--- src/rx_pkg.sv ---
// bus widths, packet format codes, pending-read header type and config register indices
package rx_pkg;

   // stream and address widths
   localparam int RX_DATA_W   = 64;
   localparam int PCIE_ADDR_W = 32;
   localparam int BURST_W     = 7;
   localparam int LEN_W       = 10;
   localparam int TAG_W       = 8;
   localparam int REQ_ID_W    = 16;
   localparam int NUM_BARS    = 2;

   // format/type byte of header beat 0
   localparam logic [7:0] FMT_MWR32 = 8'h40;
   localparam logic [7:0] FMT_MRD32 = 8'h00;

   typedef enum logic [1:0]
   {
      TLP_WR    = 2'd0,
      TLP_RD    = 2'd1,
      TLP_OTHER = 2'd2
   } tlp_kind_e;

   // one queued read request, address already translated
   typedef struct packed
   {
      logic [REQ_ID_W-1:0]    req_id;
      logic [TAG_W-1:0]       tag;
      logic [LEN_W-1:0]       len;
      logic [PCIE_ADDR_W-1:0] addr;
   } pndg_rd_t;

   // configuration register map
   localparam logic [1:0] CFG_BASE0 = 2'd0;
   localparam logic [1:0] CFG_MASK0 = 2'd1;
   localparam logic [1:0] CFG_BASE1 = 2'd2;
   localparam logic [1:0] CFG_MASK1 = 2'd3;

endpackage

--- src/rx_wr_if.sv ---
// write beat link between packet decoder and Avalon write master
`timescale 1ns/1ps

interface rx_wr_if
#(
   parameter int AVL_ADDR_W = 32
);
   import rx_pkg::*;

   logic                  valid;
   logic                  ready;
   logic [AVL_ADDR_W-1:0] addr;
   logic [BURST_W-1:0]    burst;
   logic [RX_DATA_W-1:0]  data;

   // decoder side
   modport src
   (
      output valid, addr, burst, data,
      input  ready
   );

   // master side
   modport snk
   (
      input  valid, addr, burst, data,
      output ready
   );

endinterface

--- src/rx_avl_wr_master.sv ---
// Avalon-MM burst write master output stage with waitrequest holding
`timescale 1ns/1ps

module rx_avl_wr_master
#(
   parameter int AVL_ADDR_W = 32
)
(
   input  logic                         Clk_i,
   input  logic                         Rstn_i,
   rx_wr_if.snk                         wr,
   output logic                         rxm_write_o,
   output logic [AVL_ADDR_W-1:0]        rxm_address_o,
   output logic [rx_pkg::RX_DATA_W-1:0] rxm_write_data_o,
   output logic [rx_pkg::BURST_W-1:0]   rxm_burst_count_o,
   input  logic                         rxm_wait_request_i
);

   logic take_beat;

   // slot is free when empty or the slave takes the current beat this edge
   assign wr.ready  = ~rxm_write_o | ~rxm_wait_request_i;
   assign take_beat = wr.valid & wr.ready;

   always_ff @(posedge Clk_i or negedge Rstn_i)
   begin
      if (!Rstn_i)
         rxm_write_o <= 1'b0;
      else if (wr.ready)
         rxm_write_o <= wr.valid;
   end

   always_ff @(posedge Clk_i)
   begin
      if (take_beat)
      begin
         rxm_address_o     <= wr.addr;
         rxm_write_data_o  <= wr.data;
         rxm_burst_count_o <= wr.burst;
      end
   end

   // held beat must not change until the slave releases waitrequest
   a_hold_on_wait: assert property (@(posedge Clk_i) disable iff (!Rstn_i)
      (rxm_write_o && rxm_wait_request_i)
      |=> (rxm_write_o && $stable(rxm_address_o) && $stable(rxm_write_data_o)));

endmodule

--- src/rx_bar_xlate.sv ---
// BAR base/mask configuration registers and PCIe to Avalon address translation
`timescale 1ns/1ps

module rx_bar_xlate
#(
   parameter int AVL_ADDR_W = 32
)
(
   input  logic                           Clk_i,
   input  logic                           Rstn_i,
   input  logic                           cfg_wr_i,
   input  logic [1:0]                     cfg_addr_i,
   input  logic [rx_pkg::PCIE_ADDR_W-1:0] cfg_wdata_i,
   input  logic                           bar_idx_i,
   input  logic [rx_pkg::PCIE_ADDR_W-1:0] pcie_addr_i,
   output logic [AVL_ADDR_W-1:0]          avl_addr_o
);
   import rx_pkg::*;

   logic [PCIE_ADDR_W-1:0] base_q [NUM_BARS];
   logic [PCIE_ADDR_W-1:0] mask_q [NUM_BARS];
   logic [PCIE_ADDR_W-1:0] xl_sum;

   always_ff @(posedge Clk_i or negedge Rstn_i)
   begin
      if (!Rstn_i)
      begin
         base_q <= '{default: '0};
         mask_q <= '{default: '0};
      end
      else if (cfg_wr_i)
      begin
         case (cfg_addr_i)
            CFG_BASE0: base_q[0] <= cfg_wdata_i;
            CFG_MASK0: mask_q[0] <= cfg_wdata_i;
            CFG_BASE1: base_q[1] <= cfg_wdata_i;
            default:   mask_q[1] <= cfg_wdata_i;
         endcase
      end
   end

   // window offset kept by the mask, relocated onto the BAR base
   assign xl_sum     = base_q[bar_idx_i] + (pcie_addr_i & mask_q[bar_idx_i]);
   assign avl_addr_o = xl_sum[AVL_ADDR_W-1:0];

   a_cfg_addr_known: assert property (@(posedge Clk_i) disable iff (!Rstn_i)
      cfg_wr_i |-> !$isunknown(cfg_addr_i));

endmodule

--- src/rx_bridge_top.sv ---
// receive bridge top level joining decoder, BAR translation, write master and read FIFO
`timescale 1ns/1ps

module rx_bridge_top
#(
   parameter int AVL_ADDR_W = 32,
   parameter int PNDG_DEPTH = 4
)
(
   input  logic                           Clk_i,
   input  logic                           Rstn_i,
   input  logic                           cfg_wr_i,
   input  logic [1:0]                     cfg_addr_i,
   input  logic [rx_pkg::PCIE_ADDR_W-1:0] cfg_wdata_i,
   input  logic                           rx_st_valid_i,
   input  logic [rx_pkg::RX_DATA_W-1:0]   rx_st_data_i,
   input  logic                           rx_st_sop_i,
   input  logic                           rx_st_eop_i,
   input  logic [rx_pkg::NUM_BARS-1:0]    rx_st_bar_hit_i,
   output logic                           rx_st_ready_o,
   output logic                           rxm_write_o,
   output logic [AVL_ADDR_W-1:0]          rxm_address_o,
   output logic [rx_pkg::RX_DATA_W-1:0]   rxm_write_data_o,
   output logic [rx_pkg::BURST_W-1:0]     rxm_burst_count_o,
   input  logic                           rxm_wait_request_i,
   output logic                           pndg_rd_valid_o,
   input  logic                           pndg_rd_ready_i,
   output logic [rx_pkg::REQ_ID_W-1:0]    pndg_rd_req_id_o,
   output logic [rx_pkg::TAG_W-1:0]       pndg_rd_tag_o,
   output logic [rx_pkg::LEN_W-1:0]       pndg_rd_len_o,
   output logic [AVL_ADDR_W-1:0]          pndg_rd_addr_o
);
   import rx_pkg::*;

   logic                   bar_idx;
   logic [PCIE_ADDR_W-1:0] pcie_addr;
   logic [AVL_ADDR_W-1:0]  avl_addr;
   logic                   rd_valid;
   logic                   rd_ready;
   pndg_rd_t               rd_hdr;
   pndg_rd_t               pop_hdr;

   rx_wr_if #(.AVL_ADDR_W(AVL_ADDR_W)) wr_link ();

   rx_tlp_decode #(.AVL_ADDR_W(AVL_ADDR_W)) u_decode (
      .Clk_i, .Rstn_i,
      .rx_st_valid_i, .rx_st_sop_i, .rx_st_eop_i, .rx_st_data_i, .rx_st_bar_hit_i,
      .rx_st_ready_o,
      .bar_idx_o (bar_idx), .pcie_addr_o (pcie_addr), .avl_addr_i (avl_addr),
      .wr (wr_link.src),
      .rd_valid_o (rd_valid), .rd_ready_i (rd_ready), .rd_hdr_o (rd_hdr)
   );

   rx_bar_xlate #(.AVL_ADDR_W(AVL_ADDR_W)) u_xlate (
      .Clk_i, .Rstn_i, .cfg_wr_i, .cfg_addr_i, .cfg_wdata_i,
      .bar_idx_i (bar_idx), .pcie_addr_i (pcie_addr), .avl_addr_o (avl_addr)
   );

   rx_avl_wr_master #(.AVL_ADDR_W(AVL_ADDR_W)) u_wr_master (
      .Clk_i, .Rstn_i, .wr (wr_link.snk),
      .rxm_write_o, .rxm_address_o, .rxm_write_data_o, .rxm_burst_count_o,
      .rxm_wait_request_i
   );

   rx_pndg_rd_fifo #(.PNDG_DEPTH(PNDG_DEPTH)) u_rd_fifo (
      .Clk_i, .Rstn_i,
      .push_valid_i (rd_valid), .push_ready_o (rd_ready), .push_hdr_i (rd_hdr),
      .pop_valid_o (pndg_rd_valid_o), .pop_ready_i (pndg_rd_ready_i), .pop_hdr_o (pop_hdr)
   );

   // header fields out to the transmit side
   assign pndg_rd_req_id_o = pop_hdr.req_id;
   assign pndg_rd_tag_o    = pop_hdr.tag;
   assign pndg_rd_len_o    = pop_hdr.len;
   assign pndg_rd_addr_o   = pop_hdr.addr[AVL_ADDR_W-1:0];

endmodule

--- src/rx_pndg_rd_fifo.sv ---
// pending read header FIFO, first word fall through
`timescale 1ns/1ps

module rx_pndg_rd_fifo
#(
   parameter int PNDG_DEPTH = 4
)
(
   input  logic             Clk_i,
   input  logic             Rstn_i,
   input  logic             push_valid_i,
   output logic             push_ready_o,
   input  rx_pkg::pndg_rd_t push_hdr_i,
   output logic             pop_valid_o,
   input  logic             pop_ready_i,
   output rx_pkg::pndg_rd_t pop_hdr_o
);
   import rx_pkg::*;

   localparam int PTR_W = $clog2(PNDG_DEPTH);
   localparam int CNT_W = $clog2(PNDG_DEPTH + 1);
   localparam logic [PTR_W-1:0] LAST_PTR = PTR_W'(PNDG_DEPTH - 1);
   localparam logic [CNT_W-1:0] FULL_CNT = CNT_W'(PNDG_DEPTH);

   pndg_rd_t         mem [PNDG_DEPTH];
   logic [PTR_W-1:0] wr_ptr_q;
   logic [PTR_W-1:0] rd_ptr_q;
   logic [CNT_W-1:0] count_q;
   logic             push;
   logic             pop;

   assign push_ready_o = (count_q != FULL_CNT);
   assign pop_valid_o  = (count_q != '0);
   assign pop_hdr_o    = mem[rd_ptr_q];
   assign push         = push_valid_i & push_ready_o;
   assign pop          = pop_valid_o & pop_ready_i;

   always_ff @(posedge Clk_i or negedge Rstn_i)
   begin
      if (!Rstn_i)
      begin
         wr_ptr_q <= '0;
         rd_ptr_q <= '0;
         count_q  <= '0;
      end
      else
      begin
         if (push)
            wr_ptr_q <= (wr_ptr_q == LAST_PTR) ? '0 : wr_ptr_q + 1'b1;
         if (pop)
            rd_ptr_q <= (rd_ptr_q == LAST_PTR) ? '0 : rd_ptr_q + 1'b1;
         count_q <= count_q + CNT_W'(push) - CNT_W'(pop);
      end
   end

   always_ff @(posedge Clk_i)
   begin
      if (push)
         mem[wr_ptr_q] <= push_hdr_i;
   end

   // while full and nothing leaves, no new header may be written
   a_no_push_full: assert property (@(posedge Clk_i) disable iff (!Rstn_i)
      (count_q == FULL_CNT && !pop) |=> $stable(wr_ptr_q) && count_q == FULL_CNT);

endmodule

--- src/rx_tlp_decode.sv ---
// receive packet framing FSM and header decoder routing writes and reads
`timescale 1ns/1ps

module rx_tlp_decode
#(
   parameter int AVL_ADDR_W = 32
)
(
   input  logic                           Clk_i,
   input  logic                           Rstn_i,
   input  logic                           rx_st_valid_i,
   input  logic                           rx_st_sop_i,
   input  logic                           rx_st_eop_i,
   input  logic [rx_pkg::RX_DATA_W-1:0]   rx_st_data_i,
   input  logic [rx_pkg::NUM_BARS-1:0]    rx_st_bar_hit_i,
   output logic                           rx_st_ready_o,
   output logic                           bar_idx_o,
   output logic [rx_pkg::PCIE_ADDR_W-1:0] pcie_addr_o,
   input  logic [AVL_ADDR_W-1:0]          avl_addr_i,
   rx_wr_if.src                           wr,
   output logic                           rd_valid_o,
   input  logic                           rd_ready_i,
   output rx_pkg::pndg_rd_t               rd_hdr_o
);
   import rx_pkg::*;

   typedef enum logic [1:0] {ST_HDR0, ST_HDR1, ST_PAYLOAD, ST_DISCARD} state_e;

   state_e                 state_q;
   state_e                 state_d;
   tlp_kind_e              hdr_kind;
   tlp_kind_e              kind_q;
   logic [LEN_W-1:0]       len_q;
   logic [TAG_W-1:0]       tag_q;
   logic [REQ_ID_W-1:0]    req_id_q;
   logic                   bar_q;
   logic [AVL_ADDR_W-1:0]  burst_addr_q;
   logic [BURST_W-1:0]     burst_q;
   logic                   rst_done_q;
   logic                   stream_rdy;
   logic                   beat_fire;

   always_comb
   begin
      case (rx_st_data_i[31:24])
         FMT_MWR32: hdr_kind = TLP_WR;
         FMT_MRD32: hdr_kind = TLP_RD;
         default:   hdr_kind = TLP_OTHER;
      endcase
   end

   // stall only on a read header with a full FIFO or a payload beat the master can't take
   always_comb
   begin
      case (state_q)
         ST_HDR1:    stream_rdy = (kind_q == TLP_RD) ? rd_ready_i : 1'b1;
         ST_PAYLOAD: stream_rdy = wr.ready;
         default:    stream_rdy = 1'b1;
      endcase
   end

   assign rx_st_ready_o = rst_done_q & stream_rdy;
   assign beat_fire     = rx_st_valid_i & rx_st_ready_o;

   always_comb
   begin
      state_d = state_q;
      if (beat_fire)
      begin
         case (state_q)
            ST_HDR0: if (!rx_st_eop_i) state_d = ST_HDR1;
            ST_HDR1:
            begin
               if (rx_st_eop_i)
                  state_d = ST_HDR0;
               else if (kind_q == TLP_WR)
                  state_d = ST_PAYLOAD;
               else
                  state_d = ST_DISCARD;
            end
            default: if (rx_st_eop_i) state_d = ST_HDR0;
         endcase
      end
   end

   always_ff @(posedge Clk_i or negedge Rstn_i)
   begin
      if (!Rstn_i)
      begin
         state_q    <= ST_HDR0;
         rst_done_q <= 1'b0;
      end
      else
      begin
         state_q    <= state_d;
         rst_done_q <= 1'b1;
      end
   end

   // header fields, captured on the beat they arrive in
   always_ff @(posedge Clk_i)
   begin
      if (beat_fire && state_q == ST_HDR0)
      begin
         kind_q   <= hdr_kind;
         len_q    <= rx_st_data_i[LEN_W-1:0];
         tag_q    <= rx_st_data_i[47:40];
         req_id_q <= rx_st_data_i[63:48];
         bar_q    <= rx_st_bar_hit_i[1];
      end
      if (beat_fire && state_q == ST_HDR1 && kind_q == TLP_WR)
      begin
         burst_addr_q <= avl_addr_i;
         burst_q      <= len_q[BURST_W:1];
      end
   end

   // translation sees the address while header beat 1 is on the bus
   assign bar_idx_o   = bar_q;
   assign pcie_addr_o = rx_st_data_i[PCIE_ADDR_W-1:0];

   assign wr.valid = rx_st_valid_i & (state_q == ST_PAYLOAD);
   assign wr.addr  = burst_addr_q;
   assign wr.burst = burst_q;
   assign wr.data  = rx_st_data_i;

   assign rd_valid_o      = rx_st_valid_i & (state_q == ST_HDR1) & (kind_q == TLP_RD);
   assign rd_hdr_o.req_id = req_id_q;
   assign rd_hdr_o.tag    = tag_q;
   assign rd_hdr_o.len    = len_q;
   assign rd_hdr_o.addr   = PCIE_ADDR_W'(avl_addr_i);

   a_sop_in_hdr0: assert property (@(posedge Clk_i) disable iff (!Rstn_i)
      (rx_st_valid_i && rx_st_ready_o && rx_st_sop_i) |-> state_q == ST_HDR0);

endmodule

--- config.mk ---
export PLATFORM = sky130hd
export DESIGN_NAME = rx_bridge_top
export DESIGN_NICKNAME = d
export VERILOG_FILES = /design/src/rx_pkg.sv /design/src/rx_wr_if.sv /design/src/rx_avl_wr_master.sv /design/src/rx_bar_xlate.sv /design/src/rx_bridge_top.sv /design/src/rx_pndg_rd_fifo.sv /design/src/rx_tlp_decode.sv
export SDC_FILE = /design/constraint.sdc
export NUM_CORES = 1
export LEC_CHECK = 0
export ABC_CLOCK_PERIOD_IN_PS = 5400
export BUFFER_PORTS_ARGS = -buffer_cell sky130_fd_sc_hd__buf_2
export CORE_UTILIZATION = 44
export DETAILED_ROUTE_END_ITERATION = 7
export GPL_TIMING_DRIVEN = 0
export HOLD_SLACK_MARGIN = 0.02
export PLACE_DENSITY = 0.75
export SYNTH_ARGS = -nofsm -noshare
export SYNTH_HDL_FRONTEND = slang
export SYNTH_SLANG_ARGS = --single-unit
--- constraint.sdc ---
create_clock -name Clk_i -period 5.4 [get_ports Clk_i]
set_clock_uncertainty 0.1 [all_clocks]
set_input_delay 1.08 -clock Clk_i [delete_from_list [all_inputs] [get_ports Clk_i]]
set_output_delay 1.08 -clock Clk_i [all_outputs]
set_load 0.005 [all_outputs]
Yosys cells after proc, flatten, opt, wreduce, memory -nomap -nowiden. Memory sizes are Yosys's and may differ from the RTL's. Cells that the tools add are included.

Output and inout bits: 172. Memories: 1. Bits in writable memories: 264. Word-level logic and storage cells: 84. Flip-flop bits (word level): 318. Input bits: 108.

Memories: u_rd_fifo.mem (words 4, width 66, read ports 1, clocked after memory_dff 0, wr ports 1, line rx_pndg_rd_fifo.sv:25) `pndg_rd_t mem [PNDG_DEPTH];`.

Muxes and demuxes: 18. Reduce and logical (&&, ||, !) cells: 15. Bitwise gates (word level): 14. Eq/ne operators: 10. Add/sub/neg operators: 5. Magnitude comparators: 1.

Operators with widths (count): 32-bit 2-to-1 mux (6); 32-bit adder (1); 32-bit AND (1); 2-bit 2-to-1 mux (5); 1-bit AND (8); 2-bit == test (second input constant) (4); 8-bit by 7-bit == test with 1-bit output (second input constant) (1); 8-bit zero test (1); 2-bit case mux with 2 select lines (2); 2-bit AND reduction (4); 2-bit by 1-bit == test with 1-bit output (second input constant) (3); 2-bit zero test (3); 3-bit nonzero test (2); 2-bit by 1-bit adder with 2-bit output (second input constant) (2); 1-bit 2-to-1 mux (4); 3-bit by 1-bit adder with 3-bit output (1); 1-bit logical AND (3); 3-bit inequality test (second input constant) (1); 1-bit NOT (3); 3-bit AND reduction (1); 3-bit OR reduction (1); 3-bit by 1-bit subtractor with 3-bit output (1); 2-bit >= comparator (second input constant) (1); 2-bit inequality test (second input constant) (1); other kinds (3) (3).

Logic depth before layout (Yosys ltp).
Word-level depth: 7. Depth in mapped cells: 13. Mapped depth without buffers: 12.

Cells and area by module. From an unflattened synthesis, not the netlist that was laid out.

Cells, all modules: 1351. Area total of the unflattened synthesis: 24038.1 µm².

By module, submodules not included: rx_pndg_rd_fifo (area each 9962.1 µm², times used 1, seq. area each 8102.8 µm², cells an instance 383); rx_bar_xlate (area each 7389.6 µm², times used 1, seq. area each 3203.1 µm², cells an instance 624); rx_tlp_decode (area each 3545.9 µm², times used 1, seq. area each 2357.3 µm², cells an instance 237); rx_avl_wr_master (area each 3140.5 µm², times used 1, seq. area each 3118.0 µm², cells an instance 107).

Least setup slack after synthesis. OpenSTA, ideal clock, no wires.

Path kind: input -> register. Start: input port rxm_wait_request_i. End: register u_decode.burst_addr_q[0], in the netlist u_decode.wr.addr[0] (enable). Stages on the path: 5. Data required time: 4816 ps. Path buffers: 0. Library setup time: 484 ps. Arrival time: 4250 ps. Setup slack: 566 ps. Cells stage by stage: nand2_1 > nand2_1 > a31oi_1 > nand2_1 > nor3_1.

Cells in the longest elaborated chain, start to end: 7.

RTL lines: start, declared (line rx_bridge_top.sv:25) `input logic rxm_wait_request_i,`; 1-bit NOT (line rx_avl_wr_master.sv:22) `assign wr.ready = ~rxm_write_o | ~rxm_wait_request_i;`; 1-bit OR (line rx_avl_wr_master.sv:22); 1-bit case mux with 2 select lines (line rx_tlp_decode.sv:55) `case (state_q)`; 1-bit AND (line rx_tlp_decode.sv:62) `assign rx_st_ready_o = rst_done_q & stream_rdy;`; via rx_st_ready_o (line rx_bridge_top.sv:20) `output logic rx_st_ready_o,`; 1-bit AND (line rx_tlp_decode.sv:63) `assign beat_fire = rx_st_valid_i & rx_st_ready_o;`; 1-bit logical AND (2 in series) (line rx_tlp_decode.sv:111) `if (beat_fire && state_q == ST_HDR1 && kind_q == TLP_WR)`; end signal, assigned (line rx_tlp_decode.sv:113) `burst_addr_q <= avl_addr_i;`; end, declared (line rx_tlp_decode.sv:37) `logic [AVL_ADDR_W-1:0] burst_addr_q;`.

The timed path passes the listed nets, and every way through them passes these cells. A chain may end at the register's enable or synchronous reset.

Worst setup path after layout.
Start: register u_decode.bar_q, in the netlist u_decode.bar_idx_o. End: memory u_rd_fifo.mem[3][31] in the netlist's numbering, data pin.

Cells in the longest elaborated chain, start to end: 6. Elaborated cells between the ends (all ways): 9. Classes of those cells: add/sub (1); mux (6); bitwise (2).

RTL lines: start, declared (line rx_tlp_decode.sv:36) `logic bar_q;`; start signal, assigned (line rx_tlp_decode.sv:109) `bar_q <= rx_st_bar_hit_i[1];`; 1-bit NOT with 2-bit output (implied by the code) (*) (line rx_bar_xlate.sv:43) `assign xl_sum = base_q[bar_idx_i] + (pcie_addr_i & mask_q[bar_idx_i]);`; 32-bit 2-to-1 mux (implied by the code) (3 in series) (line rx_bar_xlate.sv:43); 32-bit AND (line rx_bar_xlate.sv:43); 32-bit adder (*) (line rx_bar_xlate.sv:43); via avl_addr[31] (line rx_bridge_top.sv:37) `logic [AVL_ADDR_W-1:0] avl_addr;`; end, declared (line rx_pndg_rd_fifo.sv:25).

The timed path passes the listed nets; every way through them passes the cells marked *. The select of a mux whose other input is x is not followed.

==> run summary <==
Detailed-router iteration count before antenna repair -> 5
Layout cells sized above 1 -> 39.2%
DR vias -> 12100
Antenna Nets Post-Route -> 0
Total I/O pin count -> 280
Synth Register Bits -> 582
Finish-stage setup viols -> 0
Max_slew headroom -> 25.3%
Hold Buf Count CTS -> 0
Post-DR wirelength/cell -> 22.2 um
Pins Over Slew Limit -> 0
Worst-path clk slew -> 60 ps
Routed WL -> 51100 um
DIE AREA -> 53100 sq um
CP required -> 5630 ps
Kind of cell adding the most delay to the critical path -> compound AO/OA/AOI/OAI gates
CP max stage cell -> clkbuf_1
Startpoint types -> flop
Synth Cell Area -> 22900 sq um
Mapped Cells -> 1222
Worst VDD drop -> 0.279 mV
Post-DP HPWL -> 35100 um
Critical Path Stages -> 12
WS Path Type -> reg -> reg
Pwr Density -> 463 nW/um^2
Post-Synth Simple-Gate Area -> 3.07%
Worst hold path type -> in -> async
CTS buffer count -> 58
CTS HTree Levels -> 2
CP Max Fanout -> 10
Initial antenna violation count -> 6
Vias in the first global route -> 12700
I/O Buffers -> 277
Min cycle time layout -> 5030 ps
Synth Area in Adders -> 2.41%
WP data arrival -> 5260 ps
Yosys warnings -> 0
RSZ-0062 raised after global routing -> no
Crit path largest cell delay -> 850 ps
Root Driver -> clkbuf_16
Worst flop-to-flop path startpoint -> u_decode.bar_idx_o$_DFFE_PP_
Most frequent cells in the layout -> 443 x edfxtp_1, 281 x buf_2, 161 x mux2_2, 139 x dfrtp_1, 66 x mux4_2
Post-synth EDFFs -> 443
Synth Area in XOR/XNOR -> 1.15%
Period utilization -> 93.1%
Commonest non-fill, non-tap cell in the layout -> edfxtp_1
Final Instance Area -> 27400 sq um
Nets -> 1722
Number of DRC markers in iteration 0 -> 750
R2R cell count -> 12
Critical-path cell list -> clkbuf_1 > clkbuf_1 > mux2i_1 > nor2b_1 > ha_1 > a21oi_1 > nand2_1 > o21ai_1 > o311ai_4 > a221o_1 > a21oi_1 > xor2_1
Area Growth Syn to Fin -> 19.4%
Die X -> 230 um
Worst Tran Pin Value -> 1120 ps
Setup TNS -> 0 ps
Sequential fraction of the synthesis area -> 73.1%
Outcome -> completed
Global-route wire length before repair -> 76500 um
Synth Area in Compound Gates -> 3.28%
RePlAce Congestion -> 0.867
Crit. End Element -> flop
GRT Resource Usage Total -> 19.3%
CTS tree -> yes
Fmax -> 199 MHz
Pre-CTS WS -> 367 ps
Std cell rows -> 83
Longest Clk Path Bufs -> 3
Post-synthesis mux area share -> 15.7%
Avg Synthesized Cell Area -> 18.8 sq um
# resized after CTS -> 0
R2R Setup Slk -> 370 ps
Core Region -> 51400 sq um
Starting density of the core -> 44.6%
Post-synth ARST share -> 23.9%
Post-DR vias/cell -> 5.26
R2R Path End -> u_rd_fifo.mem[3][31]$_DFFE_PP_
Synthesized net count -> 1373
Worst path bufs/invs -> 2
Placed Area -> 25500 sq um
Grt total ovfl -> 0
Largest net degree at the start of global routing -> 96
# DRC -> 0
Clock sink count -> 582
Final hold violation count -> 0
Final Worst Setup Slack -> 371 ps
Max Cap Viol -> 0
Leak pwr -> 10.3 nW
Worst-Skew Late Latency -> 620 ps
Main combinational cell family by area after synthesis -> multiplexers
Most used DFF post-synth -> edfxtp_1
Post-CTS Setup Repair Bufs -> 0
Post-synthesis cell type count -> 63
Die Y -> 230 um
[flip-flops by register name, indices dropped and copies added, names as in the netlist, 10 cells and up]
| signal | cells |
|---|---|
| u_decode.req_id_q | 16 |
| u_xlate.base_q | 64 |
| u_wr_master.rxm_address_o | 32 |
| u_rd_fifo.mem | 264 |
| u_decode.wr.addr | 32 |
| u_wr_master.rxm_write_data_o | 64 |
| u_xlate.mask_q | 64 |
| u_decode.len_q | 10 |
[synthesized netlist by cell type (all sizes together), types with 14 or more instances]
cell | number | area, sq um
nand2 | 39 | 154
inv | 23 | 86.3
xnor2 | 16 | 140
nor2b | 32 | 200
mux2 | 161 | 1810
a21o | 14 | 108
a21oi | 37 | 189
mux4 | 66 | 1490
edfxtp | 443 | 13300
nor2 | 21 | 78.8
dfrtp | 139 | 3480
mux2i | 30 | 300
ha | 41 | 513
buf | 18 | 90.1
clkbuf | 22 | 113
o21ai | 21 | 105
xor2 | 14 | 123
[kinds of logic after synthesis]
logic type,Yosys count
AO/OA/AOI/OAI,111
other,1
multiplexers,257
buffers and inverters,63
adder cells (fa/ha/maj),43
flip-flops,582
XOR/XNOR,30
AND/OR/NAND/NOR,135
[area by class of cell]
class | count | area (sq um)
Tap cell | 680 | 851
Inverter | 23 | 86.3
Clock buffer | 79 | 1630
Antenna cell | 6 | 15.0
Fill cell | 3981 | 24000
Buffer | 40 | 203
Sequential cell | 582 | 16800
Clock inverter | 31 | 290
Timing Repair Buffer | 289 | 1630
Multi-Input combinational cell | 577 | 5900
[stage by stage]
stage	utilization, %	power (mW)	hold slack (ps)	instances
finish	53.3	12.7	297	2307
detailed placement	49.5	8.84	305	2191
floorplan	-	7.61	300	1222
CTS	53.3	12.8	278	2301
global route	53.3	13.2	302	2302
global placement	49.0	8.73	303	2179
[worst reg2reg max path, cell delays in order, from the launching register on]
cell      delay (ps)
edfxtp_1         440
clkbuf_1         480
clkbuf_1         850
mux2i_1          290
nor2b_1           70
ha_1             350
a21oi_1          400
nand2_1           90
o21ai_1          400
o311ai_4         190
a221o_1          360
a21oi_1          220
xor2_1           520
[how the worst max path moves through the flow]
stage	startpoint	to	slack (ps)
finish	u_decode.bar_idx_o$_DFFE_PP_	u_rd_fifo.mem[3][31]$_DFFE_PP_	370
floorplan	rxm_wait_request_i	u_decode.wr.addr[0]$_DFFE_PP_	570
CTS	u_decode.bar_idx_o$_DFFE_PP_	u_rd_fifo.mem[0][31]$_DFFE_PP_	310
detailed placement	u_decode.bar_idx_o$_DFFE_PP_	u_rd_fifo.mem[0][31]$_DFFE_PP_	370
global route	u_decode.bar_idx_o$_DFFE_PP_	u_rd_fifo.mem[3][31]$_DFFE_PP_	50
global placement	rxm_wait_request_i	u_decode.wr.addr[21]$_DFFE_PP_	-2250
[power breakdown]
group | leakage [nW] | internal (mW) | switching (mW)
registers | 5.66 | 5.51 | 0.189
logic | 3.70 | 1.31 | 1.70
clock network | 0.946 | 2.28 | 1.68
[routing by layer]
metal / up-vias / global-route usage, % / wire length [um]
met5: - / 0 / 27
met4: 4 / 5.48 / 1150
met3: 77 / 3.66 / 2460
met2: 343 / 31.9 / 25000
met1: 6228 / 26.1 / 22500
li1: 5483 / - / -
Power figures use the tool's default switching activity.
